--- src/hdl/paclan_pkg.sv ---
////////////////////////////////////////////////////////////
// Shared types and address map for the main-CPU bus logic.
// Referenced by scoped name from every block of the subsystem.
////////////////////////////////////////////////////////////

package paclan_pkg;

    // Width of the ROM address seen by the SDRAM side
    localparam int ROM_AW = 17;

    // One CPU bus cycle as driven by the 6809 side
    typedef struct packed {
        logic [15:0] addr;
        logic        rnw;
        logic [ 7:0] dout;
        logic        cen_e;
    } main_bus_t;

    typedef struct packed {
        logic scr0;
        logic scr1;
        logic oram;
        logic scr0pos;
        logic scr1pos;
        logic basel;
        logic banked;
        logic rom;
        logic c30;
        logic wdog;
    } chip_sel_t;

    // Palette and ROM bank byte
    typedef struct packed {
        logic [2:0] unused;
        logic [1:0] palbank;
        logic [2:0] bank;
    } bank_reg_t;

    typedef struct packed {
        logic       wdog;
        logic [3:0] zero;
        logic       flip;
        logic [1:0] palbank;
    } status_t;

    // Address map as base and mask pairs
    localparam logic [15:0] SCR0_BASE    = 16'h0000, SCR0_MASK    = 16'hF000;
    localparam logic [15:0] SCR1_BASE    = 16'h1000, SCR1_MASK    = 16'hF000;
    // Object RAM window runs to 3FFF with the register area cut out of it
    localparam logic [15:0] ORAM_BASE    = 16'h2000, ORAM_MASK    = 16'hE000;
    localparam logic [15:0] SCR0POS_ADDR = 16'h3800, SCR0POS_MASK = 16'hFE00;
    localparam logic [15:0] SCR1POS_ADDR = 16'h3A00, SCR1POS_MASK = 16'hFE00;
    localparam logic [15:0] BASEL_ADDR   = 16'h3C00, BASEL_MASK   = 16'hFC00;
    localparam logic [15:0] BANKED_BASE  = 16'h4000, BANKED_MASK  = 16'hE000;
    localparam logic [15:0] C30_BASE     = 16'h6800, C30_MASK     = 16'hFC00;
    localparam logic [15:0] IRQ_ADDR     = 16'h7000, IRQ_MASK     = 16'hF800;
    localparam logic [15:0] FLIP_ADDR    = 16'h7800, FLIP_MASK    = 16'hF800;
    localparam logic [15:0] ROM_BASE     = 16'h8000, ROM_MASK     = 16'h8000;
    // Write-only latches sitting on top of the fixed ROM
    localparam logic [15:0] WDOG_ADDR    = 16'h8000, WDOG_MASK    = 16'hF800;
    localparam logic [15:0] SRST_ADDR    = 16'h8800, SRST_MASK    = 16'hF800;

    function automatic logic addr_hit(
        input logic [15:0] addr,
        input logic [15:0] base,
        input logic [15:0] mask
    );
        return (addr & mask) == base;
    endfunction

endpackage

--- src/hdl/paclan_addr_dec.sv ---
////////////////////////////////////////////////////////////
// Main CPU address decoder with the VBL interrupt, flip and
// sub-CPU reset latches. Selects are combinational from addr.
////////////////////////////////////////////////////////////
`timescale 1ns/1ps

module paclan_addr_dec (
    input  logic                  clk,
    input  logic                  rst,
    input  paclan_pkg::main_bus_t bus,
    input  logic                  lvbl,
    output paclan_pkg::chip_sel_t cs,
    output logic                  int_n,
    output logic                  flip,
    output logic                  srst
);

    logic [15:0] addr;
    logic        oram_win;
    logic        irq_cs;
    logic        flip_cs;
    logic        srst_cs;
    logic        lvbl_l;
    logic        vb_fall;
    logic        irq_en;

    assign addr = bus.addr;

    // Memory and register selects
    assign cs.scr0 = paclan_pkg::addr_hit(addr, paclan_pkg::SCR0_BASE, paclan_pkg::SCR0_MASK);
    assign cs.scr1 = paclan_pkg::addr_hit(addr, paclan_pkg::SCR1_BASE, paclan_pkg::SCR1_MASK);
    assign oram_win = paclan_pkg::addr_hit(addr, paclan_pkg::ORAM_BASE, paclan_pkg::ORAM_MASK);
    assign cs.scr0pos = paclan_pkg::addr_hit(addr, paclan_pkg::SCR0POS_ADDR,
                                             paclan_pkg::SCR0POS_MASK);
    assign cs.scr1pos = paclan_pkg::addr_hit(addr, paclan_pkg::SCR1POS_ADDR,
                                             paclan_pkg::SCR1POS_MASK);
    assign cs.basel = paclan_pkg::addr_hit(addr, paclan_pkg::BASEL_ADDR,
                                           paclan_pkg::BASEL_MASK);
    // 3800-3FFF belongs to the registers
    assign cs.oram = oram_win & ~(cs.scr0pos | cs.scr1pos | cs.basel);
    assign cs.banked = paclan_pkg::addr_hit(addr, paclan_pkg::BANKED_BASE,
                                            paclan_pkg::BANKED_MASK);
    // Banked window is fetched from the ROM too
    assign cs.rom = cs.banked |
                    paclan_pkg::addr_hit(addr, paclan_pkg::ROM_BASE, paclan_pkg::ROM_MASK);
    assign cs.c30 = paclan_pkg::addr_hit(addr, paclan_pkg::C30_BASE, paclan_pkg::C30_MASK);

    // Write-only latches
    assign cs.wdog = ~bus.rnw &
                     paclan_pkg::addr_hit(addr, paclan_pkg::WDOG_ADDR, paclan_pkg::WDOG_MASK);
    assign irq_cs  = ~bus.rnw &
                     paclan_pkg::addr_hit(addr, paclan_pkg::IRQ_ADDR, paclan_pkg::IRQ_MASK);
    assign flip_cs = ~bus.rnw &
                     paclan_pkg::addr_hit(addr, paclan_pkg::FLIP_ADDR, paclan_pkg::FLIP_MASK);
    assign srst_cs = ~bus.rnw &
                     paclan_pkg::addr_hit(addr, paclan_pkg::SRST_ADDR, paclan_pkg::SRST_MASK);

    assign vb_fall = lvbl_l & ~lvbl;

    always_ff @(posedge clk) begin
        if (rst) begin
            lvbl_l <= 1'b0;
            irq_en <= 1'b0;
            int_n  <= 1'b1;
            flip   <= 1'b0;
            srst   <= 1'b0;
        end else begin
            lvbl_l <= lvbl;
            if (vb_fall && irq_en) begin
                int_n <= 1'b0;
            end
            // Acknowledge also rewrites the enable, and wins over a new edge
            if (bus.cen_e && irq_cs) begin
                int_n  <= 1'b1;
                irq_en <= addr[0];
            end
            if (bus.cen_e && flip_cs) begin
                flip <= addr[0];
            end
            // addr[0] low holds the sub CPU in reset
            if (bus.cen_e && srst_cs) begin
                srst <= ~addr[0];
            end
        end
    end

    // Only one memory may drive the CPU data bus
    a_one_mem_sel: assert property (@(posedge clk) disable iff (rst)
        $onehot0({cs.scr0, cs.scr1, cs.oram, cs.c30, cs.rom}));

endmodule

--- src/hdl/paclan_busmux.sv ---
////////////////////////////////////////////////////////////
// CPU read data multiplexer. Picks the byte of the selected
// source, FF when idle, and delays the ROM ready flag.
////////////////////////////////////////////////////////////
`timescale 1ns/1ps

module paclan_busmux (
    input  logic                  clk,
    input  logic                  addr0,
    input  paclan_pkg::chip_sel_t cs,
    input  logic                  rom_ok,
    input  logic [15:0]           scr0_dout,
    input  logic [15:0]           scr1_dout,
    input  logic [15:0]           oram_dout,
    input  logic [ 7:0]           c30_dout,
    input  logic [ 7:0]           rom_data,
    output logic                  ok_dly,
    output logic [ 7:0]           cpu_din
);

    // Odd addresses read the upper byte of a 16-bit RAM
    function automatic logic [7:0] ram_byte(
        input logic [15:0] word,
        input logic        hi
    );
        return hi ? word[15:8] : word[7:0];
    endfunction

    always_comb begin
        cpu_din = 8'hFF;
        if (cs.rom) begin
            cpu_din = rom_data;
        end else if (cs.scr0) begin
            cpu_din = ram_byte(scr0_dout, addr0);
        end else if (cs.scr1) begin
            cpu_din = ram_byte(scr1_dout, addr0);
        end else if (cs.oram) begin
            cpu_din = ram_byte(oram_dout, addr0);
        end else if (cs.c30) begin
            cpu_din = c30_dout;
        end
    end

    // SDRAM ok is one cycle ahead of usable data
    always_ff @(posedge clk) begin
        ok_dly <= rom_ok;
    end

endmodule

--- src/hdl/paclan_ctrl_regs.sv ---
////////////////////////////////////////////////////////////
// Scroll position registers and the palette/ROM bank byte,
// loaded by strobed CPU writes under their selects.
////////////////////////////////////////////////////////////
`timescale 1ns/1ps

module paclan_ctrl_regs (
    input  logic                  clk,
    input  logic                  rst,
    input  paclan_pkg::main_bus_t bus,
    input  paclan_pkg::chip_sel_t cs,
    output logic [8:0]            scr0_pos,
    output logic [8:0]            scr1_pos,
    output paclan_pkg::bank_reg_t bank_reg
);

    logic wr;

    assign wr = bus.cen_e & ~bus.rnw;

    always_ff @(posedge clk) begin
        if (rst) begin
            scr0_pos <= '0;
            scr1_pos <= '0;
            bank_reg <= '0;
        end else if (wr) begin
            // Scroll MSB comes from the address LSB
            if (cs.scr0pos) begin
                scr0_pos <= {bus.addr[0], bus.dout};
            end
            if (cs.scr1pos) begin
                scr1_pos <= {bus.addr[0], bus.dout};
            end
            if (cs.basel) begin
                bank_reg <= paclan_pkg::bank_reg_t'(bus.dout);
            end
        end
    end

    // Any register change must trace back to a strobed write
    a_strobed_update: assert property (@(posedge clk) disable iff (rst)
        !$stable({scr0_pos, scr1_pos, bank_reg}) |-> $past(bus.cen_e && !bus.rnw));

endmodule

--- src/hdl/paclan_main.sv ---
////////////////////////////////////////////////////////////
// Main CPU bus subsystem top level. Takes the CPU bus as a
// struct and returns selects, write enables and read data.
////////////////////////////////////////////////////////////
`timescale 1ns/1ps

module paclan_main #(
    parameter int unsigned WDOG_FRAMES = 8,
    parameter int unsigned WDOG_PULSE  = 16
) (
    input  logic                          clk,
    input  logic                          rst,
    input  paclan_pkg::main_bus_t         bus,
    input  logic                          lvbl,
    input  logic                          rom_ok,
    input  logic [7:0]                    rom_data,
    input  logic [15:0]                   scr0_dout,
    input  logic [15:0]                   scr1_dout,
    input  logic [15:0]                   oram_dout,
    input  logic [7:0]                    c30_dout,
    output logic [7:0]                    cpu_din,
    output logic                          int_n,
    output logic                          cpu_rst,
    output logic                          flip,
    output logic                          srst,
    output logic [1:0]                    palbank,
    output logic [8:0]                    scr0_pos,
    output logic [8:0]                    scr1_pos,
    output logic [1:0]                    scr0_we,
    output logic [1:0]                    scr1_we,
    output logic [1:0]                    oram_we,
    output logic [paclan_pkg::ROM_AW-1:0] rom_addr,
    output logic                          rom_cs,
    output logic                          bus_busy,
    output logic                          c30_cs,
    output paclan_pkg::status_t           st_dout
);

    paclan_pkg::chip_sel_t cs;
    paclan_pkg::bank_reg_t bank_reg;
    logic [1:0]            byte_sel;
    logic                  ok_dly;
    logic                  kick;
    logic                  kick_l;

    assign kick     = cs.wdog & bus.cen_e;
    assign palbank  = bank_reg.palbank;
    assign rom_cs   = cs.rom;
    assign c30_cs   = cs.c30;
    assign bus_busy = cs.rom & ~ok_dly;

    // Banked window maps to the upper half of the ROM
    assign rom_addr = cs.banked ? {1'b1, bank_reg.bank, bus.addr[12:0]} : {1'b0, bus.addr};

    assign byte_sel = {bus.addr[0], ~bus.addr[0]};
    assign scr0_we  = {2{cs.scr0 & ~bus.rnw}} & byte_sel;
    assign scr1_we  = {2{cs.scr1 & ~bus.rnw}} & byte_sel;
    assign oram_we  = {2{cs.oram & ~bus.rnw}} & byte_sel;

    // Status shows the last kick
    always_ff @(posedge clk) begin
        if (rst) begin
            kick_l <= 1'b0;
        end else begin
            kick_l <= kick;
        end
    end

    assign st_dout = '{wdog: kick_l, zero: 4'd0, flip: flip, palbank: bank_reg.palbank};

    paclan_addr_dec u_addr_dec (
        .clk   ( clk   ),
        .rst   ( rst   ),
        .bus   ( bus   ),
        .lvbl  ( lvbl  ),
        .cs    ( cs    ),
        .int_n ( int_n ),
        .flip  ( flip  ),
        .srst  ( srst  )
    );

    paclan_ctrl_regs u_ctrl_regs (
        .clk      ( clk      ),
        .rst      ( rst      ),
        .bus      ( bus      ),
        .cs       ( cs       ),
        .scr0_pos ( scr0_pos ),
        .scr1_pos ( scr1_pos ),
        .bank_reg ( bank_reg )
    );

    paclan_watchdog #(
        .WDOG_FRAMES ( WDOG_FRAMES ),
        .WDOG_PULSE  ( WDOG_PULSE  )
    ) u_watchdog (
        .clk     ( clk     ),
        .rst     ( rst     ),
        .lvbl    ( lvbl    ),
        .kick    ( kick    ),
        .cpu_rst ( cpu_rst )
    );

    paclan_busmux u_busmux (
        .clk       ( clk         ),
        .addr0     ( bus.addr[0] ),
        .cs        ( cs          ),
        .rom_ok    ( rom_ok      ),
        .scr0_dout ( scr0_dout   ),
        .scr1_dout ( scr1_dout   ),
        .oram_dout ( oram_dout   ),
        .c30_dout  ( c30_dout    ),
        .rom_data  ( rom_data    ),
        .ok_dly    ( ok_dly      ),
        .cpu_din   ( cpu_din     )
    );

endmodule

--- src/hdl/paclan_watchdog.sv ---
////////////////////////////////////////////////////////////
// Frame watchdog. Counts VBL falling edges since the last
// kick and drives a fixed-length CPU reset pulse on expiry.
////////////////////////////////////////////////////////////
`timescale 1ns/1ps

module paclan_watchdog #(
    parameter int unsigned WDOG_FRAMES = 8,
    parameter int unsigned WDOG_PULSE  = 16
) (
    input  logic clk,
    input  logic rst,
    input  logic lvbl,
    input  logic kick,
    output logic cpu_rst
);

    localparam int CW = $clog2(WDOG_FRAMES + 1);
    localparam int TW = $clog2(WDOG_PULSE + 1);
    localparam logic [CW-1:0] LAST_FRAME = CW'(WDOG_FRAMES - 1);
    localparam logic [TW-1:0] PULSE_LAST = TW'(WDOG_PULSE - 1);

    logic [CW-1:0] frames;
    logic [TW-1:0] timer;
    logic          lvbl_l;
    logic          vb_fall;

    assign vb_fall = lvbl_l & ~lvbl;

    always_ff @(posedge clk) begin
        if (rst) begin
            lvbl_l  <= 1'b0;
            frames  <= '0;
            timer   <= '0;
            cpu_rst <= 1'b0;
        end else begin
            lvbl_l <= lvbl;
            if (kick) begin
                frames <= '0;
            end else if (vb_fall) begin
                if (frames == LAST_FRAME) begin
                    frames  <= '0;
                    timer   <= PULSE_LAST;
                    cpu_rst <= 1'b1;
                end else begin
                    frames <= frames + 1'b1;
                end
            end
            // Pulse timer runs down to zero
            if (cpu_rst && !(vb_fall && !kick && frames == LAST_FRAME)) begin
                if (timer == '0) begin
                    cpu_rst <= 1'b0;
                end else begin
                    timer <= timer - 1'b1;
                end
            end
        end
    end

    a_pulse_len: assert property (@(posedge clk) disable iff (rst)
        $rose(cpu_rst) |-> cpu_rst [*WDOG_PULSE] ##1 !cpu_rst);

endmodule

--- config.mk ---
export PLATFORM = sky130hd
export DESIGN_NAME = paclan_main
export DESIGN_NICKNAME = d
export VERILOG_FILES = /design/src/hdl/paclan_pkg.sv /design/src/hdl/paclan_addr_dec.sv /design/src/hdl/paclan_busmux.sv /design/src/hdl/paclan_ctrl_regs.sv /design/src/hdl/paclan_main.sv /design/src/hdl/paclan_watchdog.sv
export SDC_FILE = /design/constraint.sdc
export NUM_CORES = 1
export LEC_CHECK = 0
export BUFFER_PORTS_ARGS = -buffer_cell sky130_fd_sc_hd__buf_2
export CORE_MARGIN = 3
export CORE_UTILIZATION = 43
export DETAILED_ROUTE_END_ITERATION = 8
export PLACE_DENSITY_LB_ADDON = 0.08
export SLEW_MARGIN = 20
export SYNTH_ARGS = -nofsm -noshare
export SYNTH_HDL_FRONTEND = slang
export SYNTH_SLANG_ARGS = --single-unit
--- constraint.sdc ---
create_clock -name clk -period 1.65 [get_ports clk]
set_input_delay 0.0825 -clock clk [delete_from_list [all_inputs] [get_ports clk]]
set_output_delay 0.0825 -clock clk [all_outputs]
set_load 0.02 [all_outputs]
### After elaboration in Yosys (flattened, before gate mapping)

Index checks and enable logic that the tools add are counted.

| operators by class | value |
|---|---|
| reduce and logical (&&, ||, !) cells | 16 |
| add/sub/neg operators | 2 |
| bitwise operators | 23 |
| muxes and demuxes | 20 |
| eq/ne operators | 12 |

Operator list:

| kind | number |
|---|---|
| $mux 8 | 8 |
| $mux 5 | 5 |
| $mux 17 | 1 |
| $logic_not 16->1 | 1 |
| $eq 7x5->1 const B | 2 |
| $and 1x1->1 | 12 |
| $eq 5x4->1 const B | 2 |
| $eq 5x5->1 const B | 2 |
| $logic_and 1x1->1 | 7 |
| $and 2x2->2 | 3 |
| $eq 6x4->1 const B | 1 |
| $eq 6x5->1 const B | 1 |
| $reduce_and 2->1 | 3 |
| $logic_not 5->1 | 1 |
| $mux 1 | 5 |
| $not 1->1 | 5 |
| $sub 5x1->5 const B | 1 |
| $add 4x1->4 const B | 1 |
| $eq 4x1->1 const B | 1 |
| $eq 4x3->1 const B | 1 |
| $mux 4 | 1 |
| $reduce_or 2->1 | 2 |
| $eq 3x1->1 const B | 1 |
| $eq 3x2->1 const B | 1 |
| other kinds (2) | 5 |

| storage, ports and cells | value |
|---|---|
| register bits | 40 |
| bits of input ports | 94 |

### Longest topological paths before layout

| logic depth | value |
|---|---|
| depth in word-level cells | 9 |
| depth in mapped cells | 6 |

### Cells and area by module

A second synthesis with hierarchy kept.

| second synthesis, totals | value |
|---|---|
| cells, all modules | 294 |
| area total of the unflattened synthesis | 2766.4 um^2 |

By module, submodules not included:

| module | area an instance (um^2) | instances | cells each | seq. area each (um^2) |
|---|---|---|---|---|
| paclan_ctrl_regs | 1086.0 | 1 | 98 | 520.5 |
| paclan_busmux | 566.8 | 1 | 69 | 20.0 |
| paclan_watchdog | 504.2 | 1 | 54 | 220.2 |
| paclan_addr_dec | 324.1 | 1 | 38 | 100.1 |
| paclan_main | 285.3 | 1 | 35 | 20.0 |

### Least setup slack after synthesis

OpenSTA, ideal clock, no wires.

| timing path | value |
|---|---|
| path kind | input-to-output |
| start | input port bus[24] (netlist bit) |
| end | output port cpu_din[0] |
| stages on the path | 6 |
| data arrival time | 1410 ps |
| buffers on the path | 1 |
| slack | 158 ps |
| data required time | 1567 ps |
| path through | buf_4 > nor2b_1 > nor2_2 > clkinv_1 > a21oi_1 > a221oi_1 |

RTL lines:

| item | line | source |
|---|---|---|
| start, declared | paclan_main.sv:13 | `input paclan_pkg::main_bus_t bus,` |
| $eq 3x2->1 | paclan_pkg.sv:68 | `return (addr & mask) == base;` |
| $or 1x1->1 | paclan_addr_dec.sv:44 | `assign cs.rom = cs.banked \|` |
| via rom_cs | paclan_main.sv:33 | `output logic rom_cs,` |
| $mux 8 | paclan_busmux.sv:31 | `if (cs.rom) begin` |
| end, declared | paclan_main.sv:21 | `output logic [7:0] cpu_din,` |

The timed path passes the listed nets, and every way through them passes these cells.

### Final worst setup path

| timing path | value |
|---|---|
| start | input port bus[25] (netlist bit) |
| end | output port cpu_din[5] |

| on the way | value |
|---|---|
| word-level cells in the longest chain between the ends | 9 |

Ends and longest elaborated chain:

| item | line | source |
|---|---|---|
| $eq 7x5->1 | paclan_pkg.sv:68 |  |
| $or 1x1->1 (2 in series) | paclan_addr_dec.sv:40 | `assign cs.oram = oram_win & ~(cs.scr0pos \| cs.scr1pos \| cs.basel);` |
| $not 1->1 | paclan_addr_dec.sv:40 |  |
| $and 1x1->1 | paclan_addr_dec.sv:40 |  |
| $mux 8 | paclan_busmux.sv:37 | `end else if (cs.oram) begin` |
| $mux 8 | paclan_busmux.sv:35 | `end else if (cs.scr1) begin` |
| $mux 8 | paclan_busmux.sv:33 | `end else if (cs.scr0) begin` |
| $mux 8 (*) | paclan_busmux.sv:31 |  |

Mark *: on every way between the ends. The rest lies on a longest branch, timed or not.

==> out/results.ini <==
[run_status]
status=finished clean

[finish]
instances_no_fill=472
stdcell_area_sq_mm=0.00324
num_antenna_cells=0
fin_nets=497
layout-drive-gt1-share_pct=44.0
largestRegisters=u_ctrl_regs.scr0_pos (9), u_ctrl_regs.scr1_pos (9)
area_delta_synth_final_pct=31.9

[cts]
clock_sinks=40
cts_made_buffers=5
root_buffer=clkbuf_8
h-tree-depth=2
clk_latency_ns=0.29
cts_tree=done
path_clk_slew_ns=0.08
clk_path_buf_depth=2

[synthesis]
async_flop_share_pct=0
ys_types=45
syn-cell-area_sq_mm=0.00246
ys_ff_latch=40
yosysSeqAreaShare_pct=32.6
synth_edf_count=0
yosys_warnings=0
ys.flop_type=dfxtp_1
syn_area_per_cell_sq_um=8.72
synthCells=282

[grt]
grt_pass1_wl_mm=10.4
grt_pass1_vias=2239
grt_start_max_net_pins=38
grt.total_usage_pct=19.8
antenna_found_initial=0
grt_overflow_total=0

[place]
gp_congestion=0.784
dpl.hpwl_mm=5.51
io_buffers=139
placedCellCount=463
dpl_cell_area_sq_mm=0.00308
dpl_worst_slack_ns=0.0176

[routing]
firstDrtPassIters=4
drt-total-wl_mm=6.97
drc=0
viasPerCell=5.09
drt_iter0_markers=77
ant_nets=0
routedWlPerCell_microns=14.8
num_vias=2404

[sta]
slew_headroom_pct=47.5
setup_ws_ns=0.0841
setup_viol=0
worst_slew_pin_slew_ns=0.781
fmaxAchievable_mhz=639
fin_crit_sh_pct=94.9
skew_ns=0.00155
hold_violations=0
grt_setup_unrepaired=no
tns_ns=0
maxSlewViolCount=0
fin_crit_ns=1.57

[setup_path]
rr_startpoint=u_watchdog.timer[0]
cp-end-kind=output pin
reg2reg_setup_slack_ns=0.11
arrival_ns=1.48
crit_top_cell=buf_2
cp_max_fo=9
crit_chain=buf_2 -> nand2b_4 -> or4_4 -> o221ai_1 -> a221oi_1 -> buf_2
critPathSlowestCell=or4_4
r2r-end=u_watchdog.timer[1]
setup.worst_path.start_class=primary input
cp_slowest_stage_delay_ns=0.56
critPathTopFamily=simple AND/OR/NAND/NOR gates
path_buf_inv=2
crit_required_ns=1.57
r2r_cells=6
path_class=in2out

[worst_hold_path]
min_from=lvbl
hp-class=in2reg
min_path_cells=2
hold_end=u_watchdog.lvbl_l

[pwr]
ir_drop_uv=610
power_leakage_nw=1.66
p_per_area_mw_per_mm2=687
power.total_mw=2.23

[floorplanning]
initial_utilization_pct=46.4
die_h_microns=81.6
core_region_area_sq_mm=0.00530
die_area_sq_mm=0.00666
io_pins=160
die_x_microns=81.6
num_rows=26

[run]
cap_violations=0

-- routing by layer --
metal | GRT usage, % | wire [microns] | part of all wire (%)
met1 | 24.0 | 2930 | 42
met2 | 34.9 | 3420 | 49
met3 | 4.28 | 540 | 7.7
met4 | 6.31 | 80 | 1.1
met5 | 0 | 0 | 0
-- synth_stat cells (all sizes together), types with 2 or more instances --
library cell / instances / area, sq um
nand2: 16 / 60.1
mux2i: 43 / 430
ha: 2 / 25.0
nor3: 5 / 30.0
o221ai: 8 / 70.1
inv: 9 / 33.8
nand2b: 6 / 45.0
nor4: 2 / 12.5
or3: 3 / 18.8
xnor2: 2 / 17.5
a21oi: 10 / 50.1
buf: 34 / 248
xor2: 2 / 17.5
nor4b: 2 / 17.5
dfxtp: 40 / 801
a221oi: 8 / 70.1
clkbuf: 6 / 22.5
o21ai: 3 / 15.0
mux2: 9 / 101
nor2b: 6 / 37.5
a31oi: 2 / 12.5
or4: 2 / 18.8
nand4: 2 / 12.5
nor2: 46 / 175
-- worst max path at each step --
| stage | to | from | slack [ns] | cells after the start |
|---|---|---|---|---|
| 2_1_floorplan | cpu_din[0] | bus[24] | 0.16 | 6 |
| 5_1_grt | cpu_din[5] | bus[23] | 0.002 | 6 |
| 4_1_cts | u_watchdog.timer[1] | u_watchdog.timer[0] | 0.0008 | 6 |
| 6_report | cpu_din[5] | bus[25] | 0.08 | 6 |
| 3_5_place_dp | u_watchdog.timer[1] | u_watchdog.timer[0] | 0.02 | 6 |
| 3_3_place_gp | u_watchdog.timer[1] | u_watchdog.timer[0] | 0.08 | 6 |
-- cells by family after synthesis --
family	synth area share, %
AOI/OAI and AO/OA	11.8
xor gates and xnor gates	1.43
adders and majority gates	1.02
buffers and inverters	12.5
DFF	32.6
muxes	21.6
other	0.153
and+or+nand+nor	18.9
-- cell type report --
cell class                      count  area, sq um
Clock inverter                      2         38.8
Sequential cell                    40          801
Inverter                           10         37.5
Multi-Input combinational cell    195         1410
Timing Repair Buffer              149          788
Tap cell                           70         87.6
Fill cell                         502         2060
Clock buffer                        6         82.6
-- placed cells by master (no fill, tap or decap), types with 2 or more instances in the layout --
cell        n
conb_1      4
a31oi_1     2
xor2_1      2
nand2b_1    4
inv_1       9
nor3_1      4
nor4_2      2
a221oi_1    8
a21oi_1    10
mux2i_1    43
nand4_1     2
nor2_1     45
nor4b_1     2
xnor2_1     2
nor2b_1     6
o21ai_0     3
o221ai_1    8
mux2_2      9
nand2_2     2
buf_2     138
or3_1       3
buf_4       8
dfxtp_1    40
nand2_1    14
nand2b_4    2
clkbuf_8    6
-- report_power, final --
part           leakage [nW]  switching [mW]  internal [mW]
Sequential            0.323         0.00280          0.970
Clock                0.0614           0.344          0.494
Combinational          1.28           0.229          0.187
Total                  1.66           0.575           1.65
-- metrics by stage --
stage	utilization (%)	hold WS [ns]
final	61.2	0.0156
after CTS	60.5	0.0101
after global routing	61.2	0.0389
after global placement	58.0	0.165
after floorplan	-	0.110
after detailed placement	58.0	0.165
-- timing repair --
action	4_1_cts	5_1_grt
buffers inserted	0	0
hold buffers	1	0
endpoints found under the hold margin	1	0
gates resized for setup	0	7
setup endpoints to repair	0	5
No activity file was read; power rests on OpenSTA's default activity.
